### src/plic_bus_pkg.sv
//////////////////////////////////////////////////////////////////////
// AXI-Lite bus definitions for the interrupt controller
// Slave FSM states, response codes and bus widths
//////////////////////////////////////////////////////////////////////

`default_nettype none

package plic_bus_pkg;

    // Bus widths
    localparam int AXI_DATA_W = 32;
    localparam int AXI_ADDR_W = 32;

    // Read data returned for an unmapped address
    localparam logic [AXI_DATA_W-1:0] DECERR_DATA = 32'hffff_ffff;

    // Slave FSM states
    // One transaction at a time, reads and writes never overlap
    typedef enum logic [1:0] {
        SLAVE_IDLE,
        SEND_READ_DATA,
        RECEIVE_WRITE_DATA,
        SEND_WRITE_RESP
    } axi_slave_state_e;

    // Response codes
    // Only OKAY and DECERR are ever produced
    typedef enum logic [1:0] {
        RESP_OKAY   = 2'b00,
        RESP_DECERR = 2'b11
    } axi_resp_e;

endpackage

`default_nettype wire

### src/plic_pkg.sv
//////////////////////////////////////////////////////////////////////
// Interrupt controller register map
//////////////////////////////////////////////////////////////////////

`default_nettype none

package plic_pkg;

    // Register offsets
    // Enable bits, one per source, low bits of the word
    localparam logic [31:0] REG_ENABLE = 32'h0000_0000;

    // Claim on read, complete on write of the claimed ID
    localparam logic [31:0] REG_CLAIM_COMPLETE = 32'h0000_0004;

    // Reserved ID
    // Source i is reported as ID i+1
    // so this value always means nothing is pending
    localparam int NO_IRQ_ID = 0;

endpackage

`default_nettype wire

### src/plic_gateway.sv
//////////////////////////////////////////////////////////////////////
// Interrupt gateway
// Synchronizes each interrupt line and masks it by its enable bit
//////////////////////////////////////////////////////////////////////

`timescale 1ns/1ns
`default_nettype none

module plic_gateway #(
    parameter int NUM_IRQS = 5
) (
    input  logic                clk,
    input  logic                rst_n,
    input  logic [NUM_IRQS-1:0] irq_in,
    input  logic [NUM_IRQS-1:0] enabled,
    output logic [NUM_IRQS-1:0] pending
);

    // First synchronizer stage, may go metastable
    logic [NUM_IRQS-1:0] irq_meta;
    // Second stage, safe to use in the clock domain
    logic [NUM_IRQS-1:0] irq_sync;

    // Two flops per line
    // A level change shows up on irq_sync two edges later
    always_ff @(posedge clk) begin
        if (!rst_n) begin
            irq_meta <= '0;
            irq_sync <= '0;
        end else begin
            irq_meta <= irq_in;
            irq_sync <= irq_meta;
        end
    end

    // Level-sensitive pending bits
    // Enable acts without delay
    always_comb begin
        for (int i = 0; i < NUM_IRQS; i++) begin
            pending[i] = irq_sync[i] & enabled[i];
        end
    end

endmodule

`default_nettype wire

### src/plic_id_select.sv
//////////////////////////////////////////////////////////////////////
// Interrupt ID selector
// Returns the ID of the highest-numbered pending source
//////////////////////////////////////////////////////////////////////

`timescale 1ns/1ns
`default_nettype none

module plic_id_select #(
    parameter int NUM_IRQS = 5
) (
    input  logic [NUM_IRQS-1:0]              pending,
    output logic [$clog2(NUM_IRQS+1)-1:0]    max_id
);

    import plic_pkg::*;

    // Wide enough for IDs 0 to NUM_IRQS
    localparam int ID_W = $clog2(NUM_IRQS + 1);

    // Priority scan
    // No priorities or thresholds, the highest ID simply wins
    // Ascending loop, so the last set bit found is the winner
    always_comb begin
        max_id = ID_W'(NO_IRQ_ID);
        for (int i = 0; i < NUM_IRQS; i++) begin
            if (pending[i]) begin
                // Source i maps to ID i+1
                max_id = ID_W'(i + 1);
            end
        end
    end

endmodule

`default_nettype wire

### src/plic_regs.sv
//////////////////////////////////////////////////////////////////////
// Interrupt controller register block
// AXI-Lite slave with enable register, claim/complete and notification
//////////////////////////////////////////////////////////////////////

`timescale 1ns/1ns
`default_nettype none

module plic_regs #(
    parameter int NUM_IRQS = 5
) (
    input  logic                                  clk,
    input  logic                                  rst_n,

    // Write address channel
    input  logic [plic_bus_pkg::AXI_ADDR_W-1:0]   awaddr,
    input  logic                                  awvalid,
    output logic                                  awready,

    // Write data channel
    input  logic [plic_bus_pkg::AXI_DATA_W-1:0]   wdata,
    input  logic                                  wvalid,
    output logic                                  wready,

    // Write response channel
    output plic_bus_pkg::axi_resp_e               bresp,
    output logic                                  bvalid,
    input  logic                                  bready,

    // Read address channel
    input  logic [plic_bus_pkg::AXI_ADDR_W-1:0]   araddr,
    input  logic                                  arvalid,
    output logic                                  arready,

    // Read data channel
    output logic [plic_bus_pkg::AXI_DATA_W-1:0]   rdata,
    output plic_bus_pkg::axi_resp_e               rresp,
    output logic                                  rvalid,
    input  logic                                  rready,

    // Controller side
    input  logic [NUM_IRQS-1:0]                   pending,
    input  logic [$clog2(NUM_IRQS+1)-1:0]         max_id,
    output logic [NUM_IRQS-1:0]                   enabled,
    output logic                                  ext_irq
);

    import plic_bus_pkg::*;
    import plic_pkg::*;

    localparam int ID_W = $clog2(NUM_IRQS + 1);

    // Bus FSM
    axi_slave_state_e state;

    // Captured write address, used while waiting for write data
    logic [AXI_ADDR_W-1:0] aw_addr_q;

    // A claim is open, notification held off until completion
    logic            in_service;
    // ID handed out by the last nonzero claim
    logic [ID_W-1:0] serviced_id;

    // Handshakes
    logic ar_hs;
    logic aw_hs;
    logic w_hs;
    logic r_hs;
    logic b_hs;

    // Address decode
    logic            rd_is_claim;
    logic            wr_is_enable;
    logic            wr_is_claim;
    logic [AXI_DATA_W-1:0] rd_data_next;
    axi_resp_e       rd_resp_next;

    // Ready and valid come straight from the state
    // A read wins a tie with a write in idle
    assign arready = (state == SLAVE_IDLE);
    assign awready = (state == SLAVE_IDLE) && !arvalid;
    assign wready  = (state == RECEIVE_WRITE_DATA);
    assign rvalid  = (state == SEND_READ_DATA);
    assign bvalid  = (state == SEND_WRITE_RESP);

    assign ar_hs = arvalid && arready;
    assign aw_hs = awvalid && awready;
    assign w_hs  = wvalid && wready;
    assign r_hs  = rvalid && rready;
    assign b_hs  = bvalid && bready;

    assign rd_is_claim  = (araddr == REG_CLAIM_COMPLETE);
    assign wr_is_enable = (aw_addr_q == REG_ENABLE);
    assign wr_is_claim  = (aw_addr_q == REG_CLAIM_COMPLETE);

    // Read decode on the live address
    // Result is latched at the address handshake
    always_comb begin
        case (araddr)
            REG_ENABLE: begin
                rd_data_next = AXI_DATA_W'(enabled);
                rd_resp_next = RESP_OKAY;
            end
            REG_CLAIM_COMPLETE: begin
                rd_data_next = AXI_DATA_W'(max_id);
                rd_resp_next = RESP_OKAY;
            end
            default: begin
                rd_data_next = DECERR_DATA;
                rd_resp_next = RESP_DECERR;
            end
        endcase
    end

    // Control state
    always_ff @(posedge clk) begin
        if (!rst_n) begin
            state       <= SLAVE_IDLE;
            enabled     <= '0;
            in_service  <= 1'b0;
            serviced_id <= '0;
        end else begin
            case (state)
                SLAVE_IDLE: begin
                    if (ar_hs) begin
                        state <= SEND_READ_DATA;
                        // Claim takes effect together with the address
                        if (rd_is_claim) begin
                            if (max_id != ID_W'(NO_IRQ_ID)) begin
                                in_service  <= 1'b1;
                                serviced_id <= max_id;
                            end else begin
                                in_service <= 1'b0;
                            end
                        end
                    end else if (aw_hs) begin
                        state <= RECEIVE_WRITE_DATA;
                    end
                end
                RECEIVE_WRITE_DATA: begin
                    if (w_hs) begin
                        state <= SEND_WRITE_RESP;
                        if (wr_is_enable) begin
                            enabled <= wdata[NUM_IRQS-1:0];
                        end
                        // Completion only for the ID that was claimed
                        if (wr_is_claim && (wdata == AXI_DATA_W'(serviced_id))) begin
                            in_service <= 1'b0;
                        end
                    end
                end
                SEND_READ_DATA: begin
                    if (r_hs) begin
                        state <= SLAVE_IDLE;
                    end
                end
                SEND_WRITE_RESP: begin
                    if (b_hs) begin
                        state <= SLAVE_IDLE;
                    end
                end
                default: begin
                    state <= SLAVE_IDLE;
                end
            endcase
        end
    end

    // Payload registers
    always_ff @(posedge clk) begin
        if (aw_hs) begin
            aw_addr_q <= awaddr;
        end
        if (ar_hs) begin
            rdata <= rd_data_next;
            rresp <= rd_resp_next;
        end
        // Unmapped writes are dropped and flagged
        if (w_hs) begin
            bresp <= (wr_is_enable || wr_is_claim) ? RESP_OKAY : RESP_DECERR;
        end
    end

    // Target notification
    assign ext_irq = (|pending) && !in_service;

endmodule

`default_nettype wire

### src/plic_top.sv
//////////////////////////////////////////////////////////////////////
// Platform-level interrupt controller
// Gateway, ID selector and AXI-Lite register block
//////////////////////////////////////////////////////////////////////

`timescale 1ns/1ns
`default_nettype none

module plic_top #(
    parameter int NUM_IRQS = 5
) (
    input  logic                                  clk,
    input  logic                                  rst_n,

    // Asynchronous interrupt lines
    input  logic [NUM_IRQS-1:0]                   irq_in,

    // AXI-Lite slave port
    input  logic [plic_bus_pkg::AXI_ADDR_W-1:0]   awaddr,
    input  logic                                  awvalid,
    output logic                                  awready,
    input  logic [plic_bus_pkg::AXI_DATA_W-1:0]   wdata,
    input  logic                                  wvalid,
    output logic                                  wready,
    output plic_bus_pkg::axi_resp_e               bresp,
    output logic                                  bvalid,
    input  logic                                  bready,
    input  logic [plic_bus_pkg::AXI_ADDR_W-1:0]   araddr,
    input  logic                                  arvalid,
    output logic                                  arready,
    output logic [plic_bus_pkg::AXI_DATA_W-1:0]   rdata,
    output plic_bus_pkg::axi_resp_e               rresp,
    output logic                                  rvalid,
    input  logic                                  rready,

    // Notification to the core
    output logic                                  ext_irq
);

    localparam int ID_W = $clog2(NUM_IRQS + 1);

    logic [NUM_IRQS-1:0] enabled;
    logic [NUM_IRQS-1:0] pending;
    logic [ID_W-1:0]     max_id;

    // Sync and mask
    plic_gateway #(
        .NUM_IRQS (NUM_IRQS)
    ) u_gateway (
        .clk     (clk),
        .rst_n   (rst_n),
        .irq_in  (irq_in),
        .enabled (enabled),
        .pending (pending)
    );

    // Highest pending ID
    plic_id_select #(
        .NUM_IRQS (NUM_IRQS)
    ) u_id_select (
        .pending (pending),
        .max_id  (max_id)
    );

    plic_regs #(
        .NUM_IRQS (NUM_IRQS)
    ) u_regs (
        .clk     (clk),
        .rst_n   (rst_n),
        .awaddr  (awaddr),
        .awvalid (awvalid),
        .awready (awready),
        .wdata   (wdata),
        .wvalid  (wvalid),
        .wready  (wready),
        .bresp   (bresp),
        .bvalid  (bvalid),
        .bready  (bready),
        .araddr  (araddr),
        .arvalid (arvalid),
        .arready (arready),
        .rdata   (rdata),
        .rresp   (rresp),
        .rvalid  (rvalid),
        .rready  (rready),
        .pending (pending),
        .max_id  (max_id),
        .enabled (enabled),
        .ext_irq (ext_irq)
    );

endmodule

`default_nettype wire

### config.mk
export PLATFORM = sky130hd
export DESIGN_NAME = plic_top
export DESIGN_NICKNAME = d
export VERILOG_FILES = /design/src/plic_bus_pkg.sv /design/src/plic_pkg.sv /design/src/plic_gateway.sv /design/src/plic_id_select.sv /design/src/plic_regs.sv /design/src/plic_top.sv
export SDC_FILE = /design/constraint.sdc
export NUM_CORES = 1
export LEC_CHECK = 0
export ABC_AREA = 1
export BUFFER_PORTS_ARGS = -buffer_cell sky130_fd_sc_hd__buf_2
export CORE_MARGIN = 3
export CORE_UTILIZATION = 40
export DETAILED_ROUTE_END_ITERATION = 8
export GPL_ROUTABILITY_DRIVEN = 1
export PLACE_DENSITY = 0.75
export SLEW_MARGIN = 20
export SYNTH_ARGS = -nofsm -noshare
export SYNTH_HDL_FRONTEND = slang
export SYNTH_SLANG_ARGS = --single-unit
### constraint.sdc
create_clock -name clk -period 4.7 [get_ports clk]
set_input_delay 0 -clock clk [delete_from_list [all_inputs] [get_ports clk]]
set_output_delay 0 -clock clk [all_outputs]
set_load 0.005 [all_outputs]
### Yosys cells after proc, flatten, opt, wreduce, memory -nomap -nowiden

Index checks and enable logic that the tools add are counted.

| operators by class | value |
|---|---|
| reduce and logical (&&, ||, !) cells | 22 |
| multiplexer cells | 20 |
| equal/unequal tests | 13 |
| bitwise logic cells | 5 |

Operators by type and width:

| cell | number |
|---|---|
| $eq A32 B3 Y1 const B | 2 |
| $logic_not A32 Y1 | 2 |
| $pmux W32 S2 | 1 |
| $eq A32 B3 Y1 | 1 |
| $mux W2 | 9 |
| $ne A2 B2 Y1 const B | 6 |
| $logic_and A1 B1 Y1 | 8 |
| $pmux W2 S4 | 1 |
| $reduce_and A4 Y1 | 2 |
| $mux W1 | 6 |
| $mux W3 | 2 |
| $and A1 B1 Y1 | 5 |
| $reduce_and A5 Y1 | 1 |
| $reduce_or A5 Y1 | 1 |
| $eq A2 B2 Y1 const B | 2 |
| $ne A3 B3 Y1 const B | 1 |
| $reduce_and A3 Y1 | 1 |
| $reduce_bool A3 Y1 | 1 |
| $eq A2 B1 Y1 const B | 1 |
| $logic_not A1 Y1 | 2 |
| $logic_not A2 Y1 | 1 |
| $pmux W1 S2 | 1 |
| $reduce_bool A2 Y1 | 1 |
| $reduce_or A2 Y1 | 1 |
| $logic_or A1 B1 Y1 | 1 |

| storage, ports and cells | value |
|---|---|
| logic and storage cells | 70 |
| input port bits | 108 |
| output and inout port bits | 42 |
| bits in registers | 89 |

### Longest topological paths before layout

Gate-level depths: netlist of run 1.

| logic depth | value |
|---|---|
| depth after elaboration | 11 |
| mapped depth | 11 |
| gate-level depth less buffers | 11 |

### By module

From an unflattened synthesis of run 1, not the netlist that was laid out.

| unflattened totals | value |
|---|---|
| cell total of the unflattened synthesis | 321 |
| area, all modules | 2856.5 sq um |

Modules (own cells, without submodules):

| module | sequential area each (sq um) | area each (sq um) | cells an instance | instances |
|---|---|---|---|---|
| plic_regs | 1391.3 | 2484.9 | 270 | 1 |
| plic_gateway | 200.2 | 324.1 | 41 | 1 |
| plic_id_select | 0.0 | 47.5 | 10 | 1 |

### Least setup slack after synthesis of run 1

No wires, ideal clock.

| path | value |
|---|---|
| path type | register to register |
| start point | register u_regs.state[0] |
| end point | register u_regs.aw_addr_q[0], enable pin |
| buffers on the path | 0 |
| clock period less this slack | 3.243 ns |
| cell stages (with the launch flop) | 4 |
| required time | 4.239 ns |
| library setup time | 0.461 ns |
| arrival time | 2.781 ns |
| setup slack | 1.457 ns |
| cell sequence | dfxtp_1 > nor2_2 > inv_2 > nor3_1 |

| on the way | value |
|---|---|
| word-level cells in the longest chain between the ends | 3 |

RTL lines:

| item | line | text |
|---|---|---|
| start: declaration | plic_regs.sv:54 | `axi_slave_state_e state;` |
| start signal: assignment | plic_regs.sv:118 | `state <= SLAVE_IDLE;` |
| start signal: assignment | plic_regs.sv:126 | `state <= SEND_READ_DATA;` |
| start signal: assignment | plic_regs.sv:137 | `state <= RECEIVE_WRITE_DATA;` |
| $logic_not A2 Y1 | - |  |
| named net arready | plic_top.sv:30 | `output logic arready,` |
| $logic_and A1 B1 Y1 | plic_regs.sv:81 | `assign awready = (state == SLAVE_IDLE) && !arvalid;` |
| $logic_and A1 B1 Y1 | plic_regs.sv:87 | `assign aw_hs = awvalid && awready;` |
| named net u_regs.aw_hs | plic_regs.sv:66 | `logic aw_hs;` |
| end signal: assignment | plic_regs.sv:172 | `aw_addr_q <= awaddr;` |
| end: declaration | plic_regs.sv:57 | `logic [AXI_ADDR_W-1:0] aw_addr_q;` |

The timed path passes the listed nets, and every way through them passes these cells.
A chain may end at the register's enable or synchronous reset.

### Worst setup path after layout of run 1

| path | value |
|---|---|
| start point | register u_regs.aw_addr_q[21] |
| end point | register u_regs.in_service |

| on the way | value |
|---|---|
| word-level cells in the longest chain between the ends | 4 |

RTL lines:

| item | line | text |
|---|---|---|
| $eq A32 B3 Y1 | plic_regs.sv:94 | `assign wr_is_claim = (aw_addr_q == REG_CLAIM_COMPLETE);` |
| $logic_and A1 B1 Y1 | plic_regs.sv:147 | `if (wr_is_claim && (wdata == AXI_DATA_W'(serviced_id))) begin` |
| $ne A2 B2 Y1 (no source line) | - |  |
| $reduce_and A5 Y1 (no source line) | - |  |
| end signal: assignment | plic_regs.sv:120 | `in_service <= 1'b0;` |
| end signal: assignment | plic_regs.sv:130 | `in_service <= 1'b1;` |
| end signal: assignment | plic_regs.sv:148 | `in_service <= 1'b0;` |
| end: declaration | plic_regs.sv:60 | `logic in_service;` |

No other way between the ends.

==> results of run 1 <==
## worst min-delay path: stages
cell     delay [ps]
buf_2            90
inv_1            40
nand2_1          60
nand3_1          90
nor2_1           40
## state kept, by name (all words and copies together) (netlist names)
signal,flops
u_regs.in_service,1
u_regs.serviced_id,3
u_regs.aw_addr_q,32
u_regs.bresp,1
u_regs.enabled,5
u_regs.state,2
u_gateway.irq_meta,5
u_regs.rdata,6
u_gateway.irq_sync,5
## power groups by stage
| stage | Clock (mW) | Combinational, mW | Sequential (mW) |
|---|---|---|---|
| 6_report | 0.449 | 0.178 | 0.608 |
| 5_1_grt | 0.483 | 0.198 | 0.610 |
| 4_1_cts | 0.452 | 0.176 | 0.607 |
| 3_5_place_dp | 0 | 0.144 | 0.619 |
| 3_3_place_gp | 0 | 0.141 | 0.617 |
| 2_1_floorplan | 0 | 0.0754 | 0.618 |
## cell usage after synthesis
| master | count |
|---|---|
| o2111ai_1 | 1 |
| a211oi_1 | 2 |
| nand3_2 | 1 |
| dfxtp_1 | 21 |
| nor2_4 | 4 |
| o21ai_2 | 1 |
| nor2_2 | 7 |
| nor2_1 | 62 |
| buf_4 | 29 |
| nor3_1 | 3 |
| a21oi_2 | 1 |
| nand3_1 | 16 |
| nand3_4 | 1 |
| nand2_1 | 76 |
| nor4_2 | 1 |
| inv_1 | 28 |
| nand4_1 | 1 |
| inv_2 | 4 |
| clkinv_1 | 2 |
| edfxtp_1 | 39 |
| nor4_1 | 1 |
| nand2_2 | 5 |
| a21oi_1 | 8 |
| nor2_8 | 1 |
| clkbuf_1 | 1 |
## placed cells by master (no fill, tap or decap)
master         count
a211oi_1           2
a21oi_1            8
a21oi_2            1
buf_2            149
buf_4              1
bufinv_16          1
clkbuf_1           1
clkbuf_8          10
clkinv_1           3
clkinv_2           2
clkinvlp_4         1
dfxtp_1           21
dlygate4sd3_1     48
edfxtp_1          39
inv_1             28
inv_2              4
nand2_1           76
nand2_2            5
nand3_1           16
nand3_2            1
nand3_4            1
nand4_1            1
nor2_1            62
nor2_2             7
nor2_4             4
nor2_8             1
nor3_1             2
nor3_2             1
nor4_1             1
nor4_2             1
o2111ai_1          1
o21ai_2            1
## worst max path at each step
stage	from	to	slack (ps)	cells after the start
2_1_floorplan	u_regs.state[0]$_SDFFE_PN0P_	u_regs.aw_addr_q[0]$_DFFE_PP_	1460	3
3_3_place_gp	u_regs.aw_addr_q[21]$_DFFE_PP_	u_regs.in_service$_SDFFE_PN0P_	3280	10
3_5_place_dp	u_regs.aw_addr_q[20]$_DFFE_PP_	u_regs.in_service$_SDFFE_PN0P_	3220	10
4_1_cts	u_regs.aw_addr_q[20]$_DFFE_PP_	u_regs.in_service$_SDFFE_PN0P_	3210	10
5_1_grt	u_regs.aw_addr_q[21]$_DFFE_PP_	u_regs.in_service$_SDFFE_PN0P_	3080	10
6_report	u_regs.aw_addr_q[21]$_DFFE_PP_	u_regs.in_service$_SDFFE_PN0P_	3210	10
## cells by family after synthesis
kind of cell    Yosys count  synth area share [%]
compound gates           13                  2.88
simple gates            179                  28.5
flops                    60                  56.3
buf+inv                  64                  12.3
## routing by layer
layer	track usage (%)	vias to the layer above	wire, um
met5	0	-	0
met4	7.78	0	178
met3	7.28	14	620
met2	34.1	126	3810
met1	18.3	1132	2580
li1	-	1333	-
## per-stage QoR
| stage | cell area [um2] | util [%] |
|---|---|---|
| final | 4160 | 60.9 |
| after global routing | 4160 | 60.9 |
| after CTS | 4160 | 60.9 |
| after detailed placement | 3480 | 51.0 |
| after global placement | 3480 | 51.0 |
| after floorplan | 2830 | - |
## final cells by class
type                       instances  area, um2
clock buffer                      11        141
clock inverter                     5       51.3
fill                             560       2670
inverter                          34        128
multi-input combinational        192        892
sequential                        60       1590
tap                               96        120
timing repair buffer             198       1230
==> flow_summary_export.csv, run 1 <==
group,metric,value,unit
outcome,status,"completed",
worst_hold_path,min_from,"rready",
layout,stdcell_count,596,
timing,hold_slack,38.6,ps
floorplanning,die_w,90.1,um
cts,cts-hold-fix-buffers,48,
power,p_leak,1.83,nW
synthesis,syn-cell-area,0.00283,mm2
placement,place.gp.congestion,0.846,
floorplanning,die_y,90.1,um
power,p_per_area,297,mW/mm2
timing,tns,0,ps
cts,clk_latency,340,ps
floorplanning,die-area,0.00811,mm2
setup_path,crit_family,"simple AND/OR/NAND/NOR gates",
floorplanning,rows,30,
floorplanning,num_io_pins,150,
worst_hold_path,hold_path_end,"u_regs.state[1]$_SDFFE_PN0P_",
placement,pre_cts_ws,3220,ps
floorplanning,initial_core_util,41.4,%
detailed_routing,ant_nets,0,
detailed_routing,wl,7.19,mm
synthesis,syn-instance-count,316,
run,cap_violations,0,
detailed_routing,vias,2605,
placement,io_buffer_count,149,
global_route,grt_max_degree,33,
timing,slew_viol_final,0,
synthesis,ys_seq_area_share,56.3,%
timing,fmax,0.670,GHz
layout,diodes,0,
timing,rsz0062_at_grt,"no",
setup_path,slowest_delay,380,ps
synthesis,yosysTopAreaCell,"edfxtp_1",
cts,cts-root-buf,"clkbuf_8",
setup_path,crit_fanout,2,
global_route,overflow,0,
synthesis,synth.area.top_cells,"edfxtp_1 41%, dfxtp_1 15%, nand2_1 10%",
timing,period_needed,1490,ps
timing,setup_ws,3210,ps
cts,clkSlewWorstSetupHoldPaths,70,ps
power,clockPowerShare,36.4,%
setup_path,path_cells,"nor2_1, nand2_1, nor2_1, nand2_1, nor2_1, nand3_1, nand2_1, nand2_1, nand2_2, a21oi_2",
setup_path,critPathCaptureType,"flip-flop",
synthesis,ys_seq_elements,60,
timing,fin_skew,6.75,ps
global_route,antenna_found_initial,0,
synthesis,syn_avg_cell_area,8.95,um2
power,comb_power_share,14.4,%
timing,hold_viol_final,0,
setup_path,crit_top_cell,"nand2_1",
synthesis,synth.distinct_cells,25,
detailed_routing,via_per_inst,4.37,
setup_path,timing.rr.end,"u_regs.in_service$_SDFFE_PN0P_",
timing,max_slew_margin,60.9,%
detailed_routing,drc,0,
layout,area_delta_synth_final,47.0,%
layout,nNetsFinal,603,
setup_path,cp_num_buf_inv,0,
detailed_routing,drt_iter0_drc,123,
cts,cts_setup_buffers,0,
floorplanning,core,0.00683,mm2
synthesis,synth_top_area_share,41.4,%
layout,drive_above_1_share,38.2,%
power,seq_power_share,49.2,%
setup_path,r2r_slack,3210,ps
power,internal_power,939,uW
placement,placed_cells,532,
timing,setup_viol,0,
setup_path,critPathSlowestCell,"edfxtp_1",
setup_path,arrival,1710,ps
setup_path,cp.required,4920,ps
detailed_routing,firstDrtPassIters,4,
power,ir_worst_vdd,0.239,mV
placement,dp_hpwl,5.03,mm
cts,post_cts_resized,0,
worst_hold_path,hp-class,"primary input to flip-flop",
cts,cts_tree,"yes",
global_route,grt_use_total,18.5,%
global_route,grt_pass1_wl,11.9,mm
detailed_routing,post_drt_wl_per_cell,12.1,um
cts,clockBufferDepth,2,
setup_path,critPathKind,"flip-flop to flip-flop",
synthesis,syn-num-nets,424,
global_route,grt_pass1_vias,2644,
cts,htreeDepth,3,
timing,tightest_slew,587,ps
cts,cts_sinks,60,
setup_path,startpoint_type,"flip-flop",
power,p_switching,296,uW
setup_path,r2r_cells,10,
power,finalPower,1.24,mW
synthesis,yosysWarningCount,0,
timing,period_share,31.8,%
cts,cts_buffers,9,
setup_path,r2r_start,"u_regs.aw_addr_q[21]$_DFFE_PP_",
worst_hold_path,whs_path_depth,5,
power,netSwitchingFraction,23.9,%
Note: power is estimated with default switching activity, not from simulation.
==> run 2: changes to the inputs <==
--- a/config.mk
+++ b/config.mk
@@ -5,13 +5,13 @@
 export SDC_FILE = /design/constraint.sdc
 export NUM_CORES = 1
 export LEC_CHECK = 0
-export ABC_AREA = 1
+export ABC_AREA = 0
 export BUFFER_PORTS_ARGS = -buffer_cell sky130_fd_sc_hd__buf_2
 export CORE_MARGIN = 3
-export CORE_UTILIZATION = 40
+export CORE_UTILIZATION = 39
 export DETAILED_ROUTE_END_ITERATION = 8
 export GPL_ROUTABILITY_DRIVEN = 1
-export PLACE_DENSITY = 0.75
+export PLACE_DENSITY = 0.78
 export SLEW_MARGIN = 20
 export SYNTH_ARGS = -nofsm -noshare
 export SYNTH_HDL_FRONTEND = slang
==> constraint.sdc (replaced) <==
create_clock -name clk -period 1.35 [get_ports clk]
set_input_delay 0 -clock clk [delete_from_list [all_inputs] [get_ports clk]]
set_output_delay 0 -clock clk [all_outputs]
set_load 0.005 [all_outputs]
==> run 2 against run 1 <==
  * The run now ends with negative setup slack left
  * Clock-buffer cell count is 3 higher
  * Critical path depth down 5
  * First-iteration DRC count fell by 39%
  * Highest routed layer unchanged
  * Clock skew decreased by 0.92 ps
  * Largest power group unchanged
  * Clock power rose to 3.2 times the previous value
  * Global-route usage fell by 1.1 points
  * Die area decreased by 5.7%
  * Maximum frequency is 18% lower
  * Cell count fell by 17%
  * Hold slack gained 9.6 ps
==> flow_summary_export.csv, run 2 <==
group,metric,value,unit
synthesis,yosys.area_share.simple,20.0,%
layout,reg_top3,"u_regs.aw_addr_q x32, u_regs.rdata x6",
timing,slew_viol_final,0,
layout,drive_above_1_share,51.3,%
cts,cts_buffers,9,
synthesis,synth_top_family_by_area,"simple AND/OR/NAND/NOR gates",
cts,cts_sinks,60,
synthesis,ys_seq_elements,60,
global_route,overflow,0,
power,netSwitchingFraction,21.4,%
placement,place.gp.congestion,0.825,
synthesis,synth.distinct_cells,35,
setup_path,cp.required,1580,ps
synthesis,yosysWarningCount,0,
detailed_routing,drc,0,
power,internal_power,3.18,mW
power,comb_power_share,13.4,%
global_route,grt_max_degree,30,
timing,rsz0062_at_grt,"yes",
cts,clk_latency,340,ps
timing,tightest_slew,374,ps
setup_path,crit_fanout,2,
timing,hold_viol_final,0,
synthesis,yosysTopAreaCell,"edfxtp_1",
detailed_routing,via_per_inst,4.84,
setup_path,startpoint_type,"flip-flop",
timing,fmax,0.549,GHz
floorplanning,die_w,87.5,um
synthesis,synth_edf_count,39,
layout,largest_reg_flops,32,
layout,fillCellCount,458,
layout,nNetsFinal,520,
detailed_routing,drt_iter0_drc,75,
placement,dp_hpwl,4.58,mm
synthesis,ys.flop_type,"edfxtp_1",
synthesis,synthMuxAreaShare,3.09,%
power,seq_power_share,51.1,%
detailed_routing,ant_nets,0,
cts,htreeDepth,3,
synthesis,synthTopCellsByCount,"39 x edfxtp_1, 29 x buf_4, 21 x dfxtp_1",
global_route,grt_pass1_wl,9.89,mm
synthesis,synth_compound_area_share,4.49,%
layout,final_cell_area,0.00418,mm2
placement,io_buffer_count,149,
synthesis,async_reset_ff_share,0,%
power,p_switching,869,uW
placement,place_area,0.00339,mm2
global_route,grt_pass1_vias,2140,
layout,stdcell_count,496,
power,clockPowerShare,35.6,%
run,cap_violations,0,
layout,mostFrequentLayoutCell,"buf_2",
synthesis,syn-num-nets,323,
synthesis,synth.most_common_cell,"edfxtp_1",
floorplanning,core,0.00639,mm2
cts,clkSlewWorstSetupHoldPaths,60,ps
power,ir_worst_vdd,0.888,mV
floorplanning,initial_core_util,40.6,%
cts,cts_tree,"yes",
floorplanning,num_io_pins,150,
setup_path,critPathCaptureType,"flip-flop",
layout,seqCellArea,0.00160,mm2
synthesis,synth_fa_ha_area_share,0,%
timing,setup_viol,16,
layout,mostFrequentLayoutCells,"149 x buf_2, 40 x dlygate4sd3_1, 39 x edfxtp_1",
detailed_routing,post_drt_wl_per_cell,14.5,um
timing,fin_skew,5.82,ps
layout,multi_input_area,810,um2
synthesis,syn_avg_cell_area,12.0,um2
floorplanning,rows,29,
setup_path,arrival,2050,ps
worst_hold_path,hp-class,"primary input to flip-flop",
detailed_routing,vias,2399,
timing,period_share,135,%
layout,area_delta_synth_final,61.4,%
synthesis,synth_xor_area_share,1.01,%
placement,placed_cells,429,
detailed_routing,firstDrtPassIters,4,
synthesis,ys_seq_area_share,61.4,%
timing,setup_ws,-472,ps
floorplanning,die_y,87.5,um
power,p_per_area,969,mW/mm2
cts,clockBufferDepth,2,
global_route,grt_use_total,17.4,%
power,p_leak,1.70,nW
outcome,status,"finished, violations left",
synthesis,syn-cell-area,0.00259,mm2
setup_path,critPathKind,"flip-flop to flip-flop",
detailed_routing,wl,7.18,mm
timing,max_slew_margin,75.1,%
synthesis,synth.area.top_cells,"edfxtp_1 45%, dfxtp_1 16%, buf_4 8.4%",
synthesis,syn-instance-count,215,
cts,cts-root-buf,"clkbuf_8",
global_route,antenna_found_initial,1,
timing,period_needed,1820,ps
floorplanning,die-area,0.00765,mm2
synthesis,synth_top_area_share,45.2,%
outcome,violations,"negative setup slack",
layout,largest_register,"u_regs.aw_addr_q",
run 2: cell types whose count changed after synthesis, sizes merged, moves of 4 or more:
cell | previous run | this run
nand2 | 81 | 19
nor2b | 0 | 6
a21oi | 9 | 0
inv | 32 | 4
nor2 | 74 | 4
clkbuf | 1 | 5
o21ai | 1 | 8
and2 | 0 | 14
nor4 | 2 | 22
mux2i | 0 | 8
nand3 | 18 | 4
nand4 | 1 | 6
run 2: power groups by stage:
stage / registers (mW) / logic [mW] / clock network [mW]
final: 2.07 / 0.541 / 1.44
after global routing: 2.07 / 0.587 / 1.56
after global placement: 2.09 / 0.367 / 0
after detailed placement: 2.10 / 0.373 / 0
after floorplan: 2.09 / 0.143 / 0
after CTS: 2.06 / 0.494 / 1.48
run 2: repair_timing:
item | in CTS | in global routing
pin swaps | 7 | 10
hold endpoints to repair | 40 | 0
gates resized for setup | 6 | 14
cloned | 1 | 2
setup endpoints to repair | 42 | 74
buffers inserted | 1 | 5
hold buffers | 40 | 0
run 2: metal layers:
metal | vias up | share of wire [%] | GRT usage, % | wire [um]
li1 | 1160 | - | - | -
met1 | 1109 | 38 | 18.8 | 2740
met2 | 111 | 52 | 30.6 | 3740
met3 | 19 | 7.0 | 4.54 | 501
met4 | 0 | 2.7 | 9.48 | 193
met5 | - | 0 | 0 | 0
run 2: logic make-up after synthesis:
logic type                Yosys count
AOI/OAI and AO/OA                  18
buffers and inverters              39
xor gates and xnor gates            3
muxes                               8
DFF                                60
and+or+nand+nor                    87
run 2: final cells by class:
| type | instances | area share [%] |
|---|---|---|
| Sequential cell | 60 | 38.2 |
| Timing Repair Buffer | 221 | 35.3 |
| Multi-Input combinational cell | 116 | 19.4 |
| Clock buffer | 14 | 4.13 |
| Tap cell | 77 | 2.30 |
| Inverter | 4 | 0.359 |
| Clock inverter | 2 | 0.209 |
| Antenna cell | 2 | 0.120 |
run 2: critical path, cell delays in order (launching register included):
cell,delay [ps]
edfxtp_1,380
nor4_2,280
nand4_1,200
or2_1,270
or4_4,410
a41o_1,180
run 2: final timing paths:
| kind | start | to | slack [ps] | cells past startpoint |
|---|---|---|---|---|
| max | u_regs.aw_addr_q[27]$_DFFE_PP_ | u_regs.in_service$_SDFFE_PN0P_ | -470 | 5 |
| min | araddr[2] | u_regs.rdata[3]$_DFFE_PP_ | 50 | 2 |
| max reg2reg | u_regs.aw_addr_q[27]$_DFFE_PP_ | u_regs.in_service$_SDFFE_PN0P_ | -470 | 5 |
| min reg2reg | u_gateway.irq_meta[0]$_SDFF_PN0_ | u_gateway.irq_sync[0]$_SDFF_PN0_ | 440 | 1 |
run 2: stage by stage:
step	utilization, %	total power [mW]	worst slack [ps]	TNS [ps]	hold slack [ps]
after floorplan	-	2.24	-354	-11660	30.0
after global placement	53.0	2.46	-437	-2410	177
after detailed placement	53.0	2.47	-523	-2960	178
after CTS	63.3	4.03	-503	-2600	33.0
after global routing	65.4	4.22	-611	-4750	37.5
final	65.5	4.05	-472	-2570	48.2
==> run 3: changes to the inputs <==
--- a/config.mk
+++ b/config.mk
@@ -8,10 +8,10 @@
 export ABC_AREA = 0
 export BUFFER_PORTS_ARGS = -buffer_cell sky130_fd_sc_hd__buf_2
 export CORE_MARGIN = 3
-export CORE_UTILIZATION = 39
+export CORE_UTILIZATION = 40
 export DETAILED_ROUTE_END_ITERATION = 8
 export GPL_ROUTABILITY_DRIVEN = 1
-export PLACE_DENSITY = 0.78
+export PLACE_DENSITY = 0.77
 export SLEW_MARGIN = 20
 export SYNTH_ARGS = -nofsm -noshare
 export SYNTH_HDL_FRONTEND = slang
==> constraint.sdc (replaced) <==
create_clock -name clk -period 2.2 [get_ports clk]
set_input_delay 0 -clock clk [delete_from_list [all_inputs] [get_ports clk]]
set_output_delay 0 -clock clk [all_outputs]
set_load 0.005 [all_outputs]
==> run 3 against run 2 <==
  * The run now ends clean
  * Maximum frequency decreased by 12%
  * Die area decreased by 2.3%
  * Clock-buffer cell count decreased by 4
  * Power decreased by 39%
  * Critical path type unchanged
  * Critical endpoint unchanged
  * Highest routed layer unchanged
==> flow_summary_export.csv, run 3 (synthesized netlist as in run 2, its figures left out) <==
group,metric,value,unit
outcome,status,"completed",
cts,cts_sinks,60,
worst_hold_path,whs_path_depth,4,
power,p_leak,1.53,nW
detailed_routing,top_layer,"met4",
floorplanning,initial_core_util,42.5,%
setup_path,startpoint_type,"flip-flop",
detailed_routing,drc,0,
cts,clkSlewWorstSetupHoldPaths,70,ps
detailed_routing,via_per_inst,4.75,
floorplanning,rows,28,
detailed_routing,firstDrtPassIters,4,
timing,slew_viol_final,0,
layout,drive_above_1_share,43.8,%
worst_hold_path,min_from,"wvalid",
setup_path,crit_fanout,2,
floorplanning,die_y,86.5,um
run,cap_violations,0,
setup_path,cp.required,2420,ps
setup_path,r2r_start,"u_regs.aw_addr_q[0]$_DFFE_PP_",
timing,setup_viol,0,
global_route,overflow,0,
placement,place.gp.congestion,0.797,
power,clockPowerShare,37.7,%
cts,cts_buffers,9,
layout,mostFrequentLayoutCells,"149 x buf_2, 42 x dlygate4sd3_1, 39 x edfxtp_1",
setup_path,arrival,2280,ps
layout,area_delta_synth_final,47.7,%
worst_hold_path,hp-class,"primary input to flip-flop",
layout,mostFrequentLayoutCell,"buf_2",
layout,final_cell_area,0.00382,mm2
global_route,grt_use_total,17.5,%
detailed_routing,drt_iter0_drc,93,
detailed_routing,dr_wl_met2,3.38,mm
global_route,antenna_found_initial,0,
timing,fin_skew,13.6,ps
detailed_routing,wl_met3,457,um
setup_path,critPathCaptureType,"flip-flop",
power,netSwitchingFraction,21.8,%
floorplanning,die-area,0.00748,mm2
layout,nNetsFinal,493,
cts,clockBufferDepth,2,
timing,max_slew_margin,63.4,%
timing,tns,0,ps
global_route,grt_pass1_wl,10.0,mm
layout,largest_register,"u_regs.aw_addr_q",
power,p_switching,534,uW
floorplanning,core,0.00610,mm2
placement,dp_hpwl,4.54,mm
cts,htreeDepth,3,
detailed_routing,wl,6.44,mm
global_route,grt_pass1_vias,2165,
cts,cts_tree,"yes",
timing,hold_viol_final,0,
timing,period_needed,2060,ps
layout,diodes,0,
detailed_routing,ant_nets,0,
layout,reg_top3,"u_regs.aw_addr_q x32, u_regs.rdata x6",
detailed_routing,post_drt_wl_per_cell,13.9,um
detailed_routing,vias,2210,
setup_path,timing.rr.end,"u_regs.in_service$_SDFFE_PN0P_",
cts,cts_setup_buffers,0,
timing,rsz0062_at_grt,"no",
layout,fillCellCount,481,
cts,cts-root-buf,"clkbuf_8",
layout,multi_input_area,753,um2
global_route,grt_max_degree,33,
setup_path,r2r_cells,5,
floorplanning,die_w,86.5,um
floorplanning,num_io_pins,150,
cts,post_cts_resized,0,
power,comb_power_share,10.5,%
setup_path,r2r_slack,140,ps
worst_hold_path,hold_path_end,"u_regs.state[0]$_SDFFE_PN0P_",
timing,period_share,93.6,%
timing,fmax,0.486,GHz
power,seq_power_share,51.8,%
setup_path,critPathKind,"flip-flop to flip-flop",
layout,largest_reg_flops,32,
cts,clk_latency,340,ps
power,internal_power,1.92,mW
timing,tightest_slew,549,ps
power,p_per_area,641,mW/mm2
placement,place_area,0.00322,mm2
power,ir_worst_vdd,0.437,mV
layout,seqCellArea,0.00159,mm2
placement,io_buffer_count,149,
detailed_routing,wl_met1,2.43,mm
==> run 3: routing by layer <==
metal	vias to the layer above	track usage, %
li1	1104	-
met1	987	19.1
met2	99	31.9
met3	20	3.61
met4	0	9.07
met5	-	0
==> run 3: final cells by class <==
cell class / count / share of cell area (%)
Tap cell: 75 / 2.45
Clock inverter: 6 / 1.44
Multi-Input combinational cell: 116 / 19.7
Inverter: 4 / 0.393
Sequential cell: 60 / 41.6
Clock buffer: 10 / 3.34
Timing Repair Buffer: 194 / 31.1
==> run 3: timing repair <==
item / in CTS / in global routing
setup endpoints to repair: 0 / 0
endpoints found under the hold margin: 42 / 0
hold buffers: 42 / 0
==> run 3: through the flow <==
step | hold slack (ps) | instances | power, mW | utilization [%] | worst slack (ps)
final | 70.7 | 465 | 2.45 | 62.7 | 141
after CTS | 59.8 | 465 | 2.46 | 62.7 | 145
after global routing | 88.7 | 465 | 2.56 | 62.7 | 26.4
after global placement | 176 | 407 | 1.48 | 52.9 | 202
after floorplan | 30.0 | 215 | 1.37 | - | 318
after detailed placement | 178 | 407 | 1.49 | 52.9 | 156
==> run 3: power by group through the flow <==
stage | registers, mW | clock network, mW | logic [mW]
final | 1.27 | 0.925 | 0.257
after global routing | 1.27 | 1.00 | 0.283
after CTS | 1.27 | 0.932 | 0.256
after detailed placement | 1.29 | 0 | 0.198
after global placement | 1.29 | 0 | 0.194
after floorplan | 1.28 | 0 | 0.0858
==> run 3: worst max path at each step <==
stage,from,endpoint,slack [ps],cells after the start
after floorplan,u_regs.aw_addr_q[8]$_DFFE_PP_,u_regs.in_service$_SDFFE_PN0P_,320,5
after global placement,u_regs.aw_addr_q[5]$_DFFE_PP_,u_regs.in_service$_SDFFE_PN0P_,200,5
after detailed placement,u_regs.aw_addr_q[22]$_DFFE_PP_,u_regs.in_service$_SDFFE_PN0P_,160,5
after CTS,u_regs.aw_addr_q[25]$_DFFE_PP_,u_regs.in_service$_SDFFE_PN0P_,140,5
after global routing,u_regs.aw_addr_q[5]$_DFFE_PP_,u_regs.in_service$_SDFFE_PN0P_,30,5
final,u_regs.aw_addr_q[0]$_DFFE_PP_,u_regs.in_service$_SDFFE_PN0P_,140,5
==> run 3: critical path, stage by stage, from the launching register on <==
cell	delay [ps]
edfxtp_1	380
nor4_1	310
nand4_1	210
or2_1	280
or4_1	520
a41o_1	240
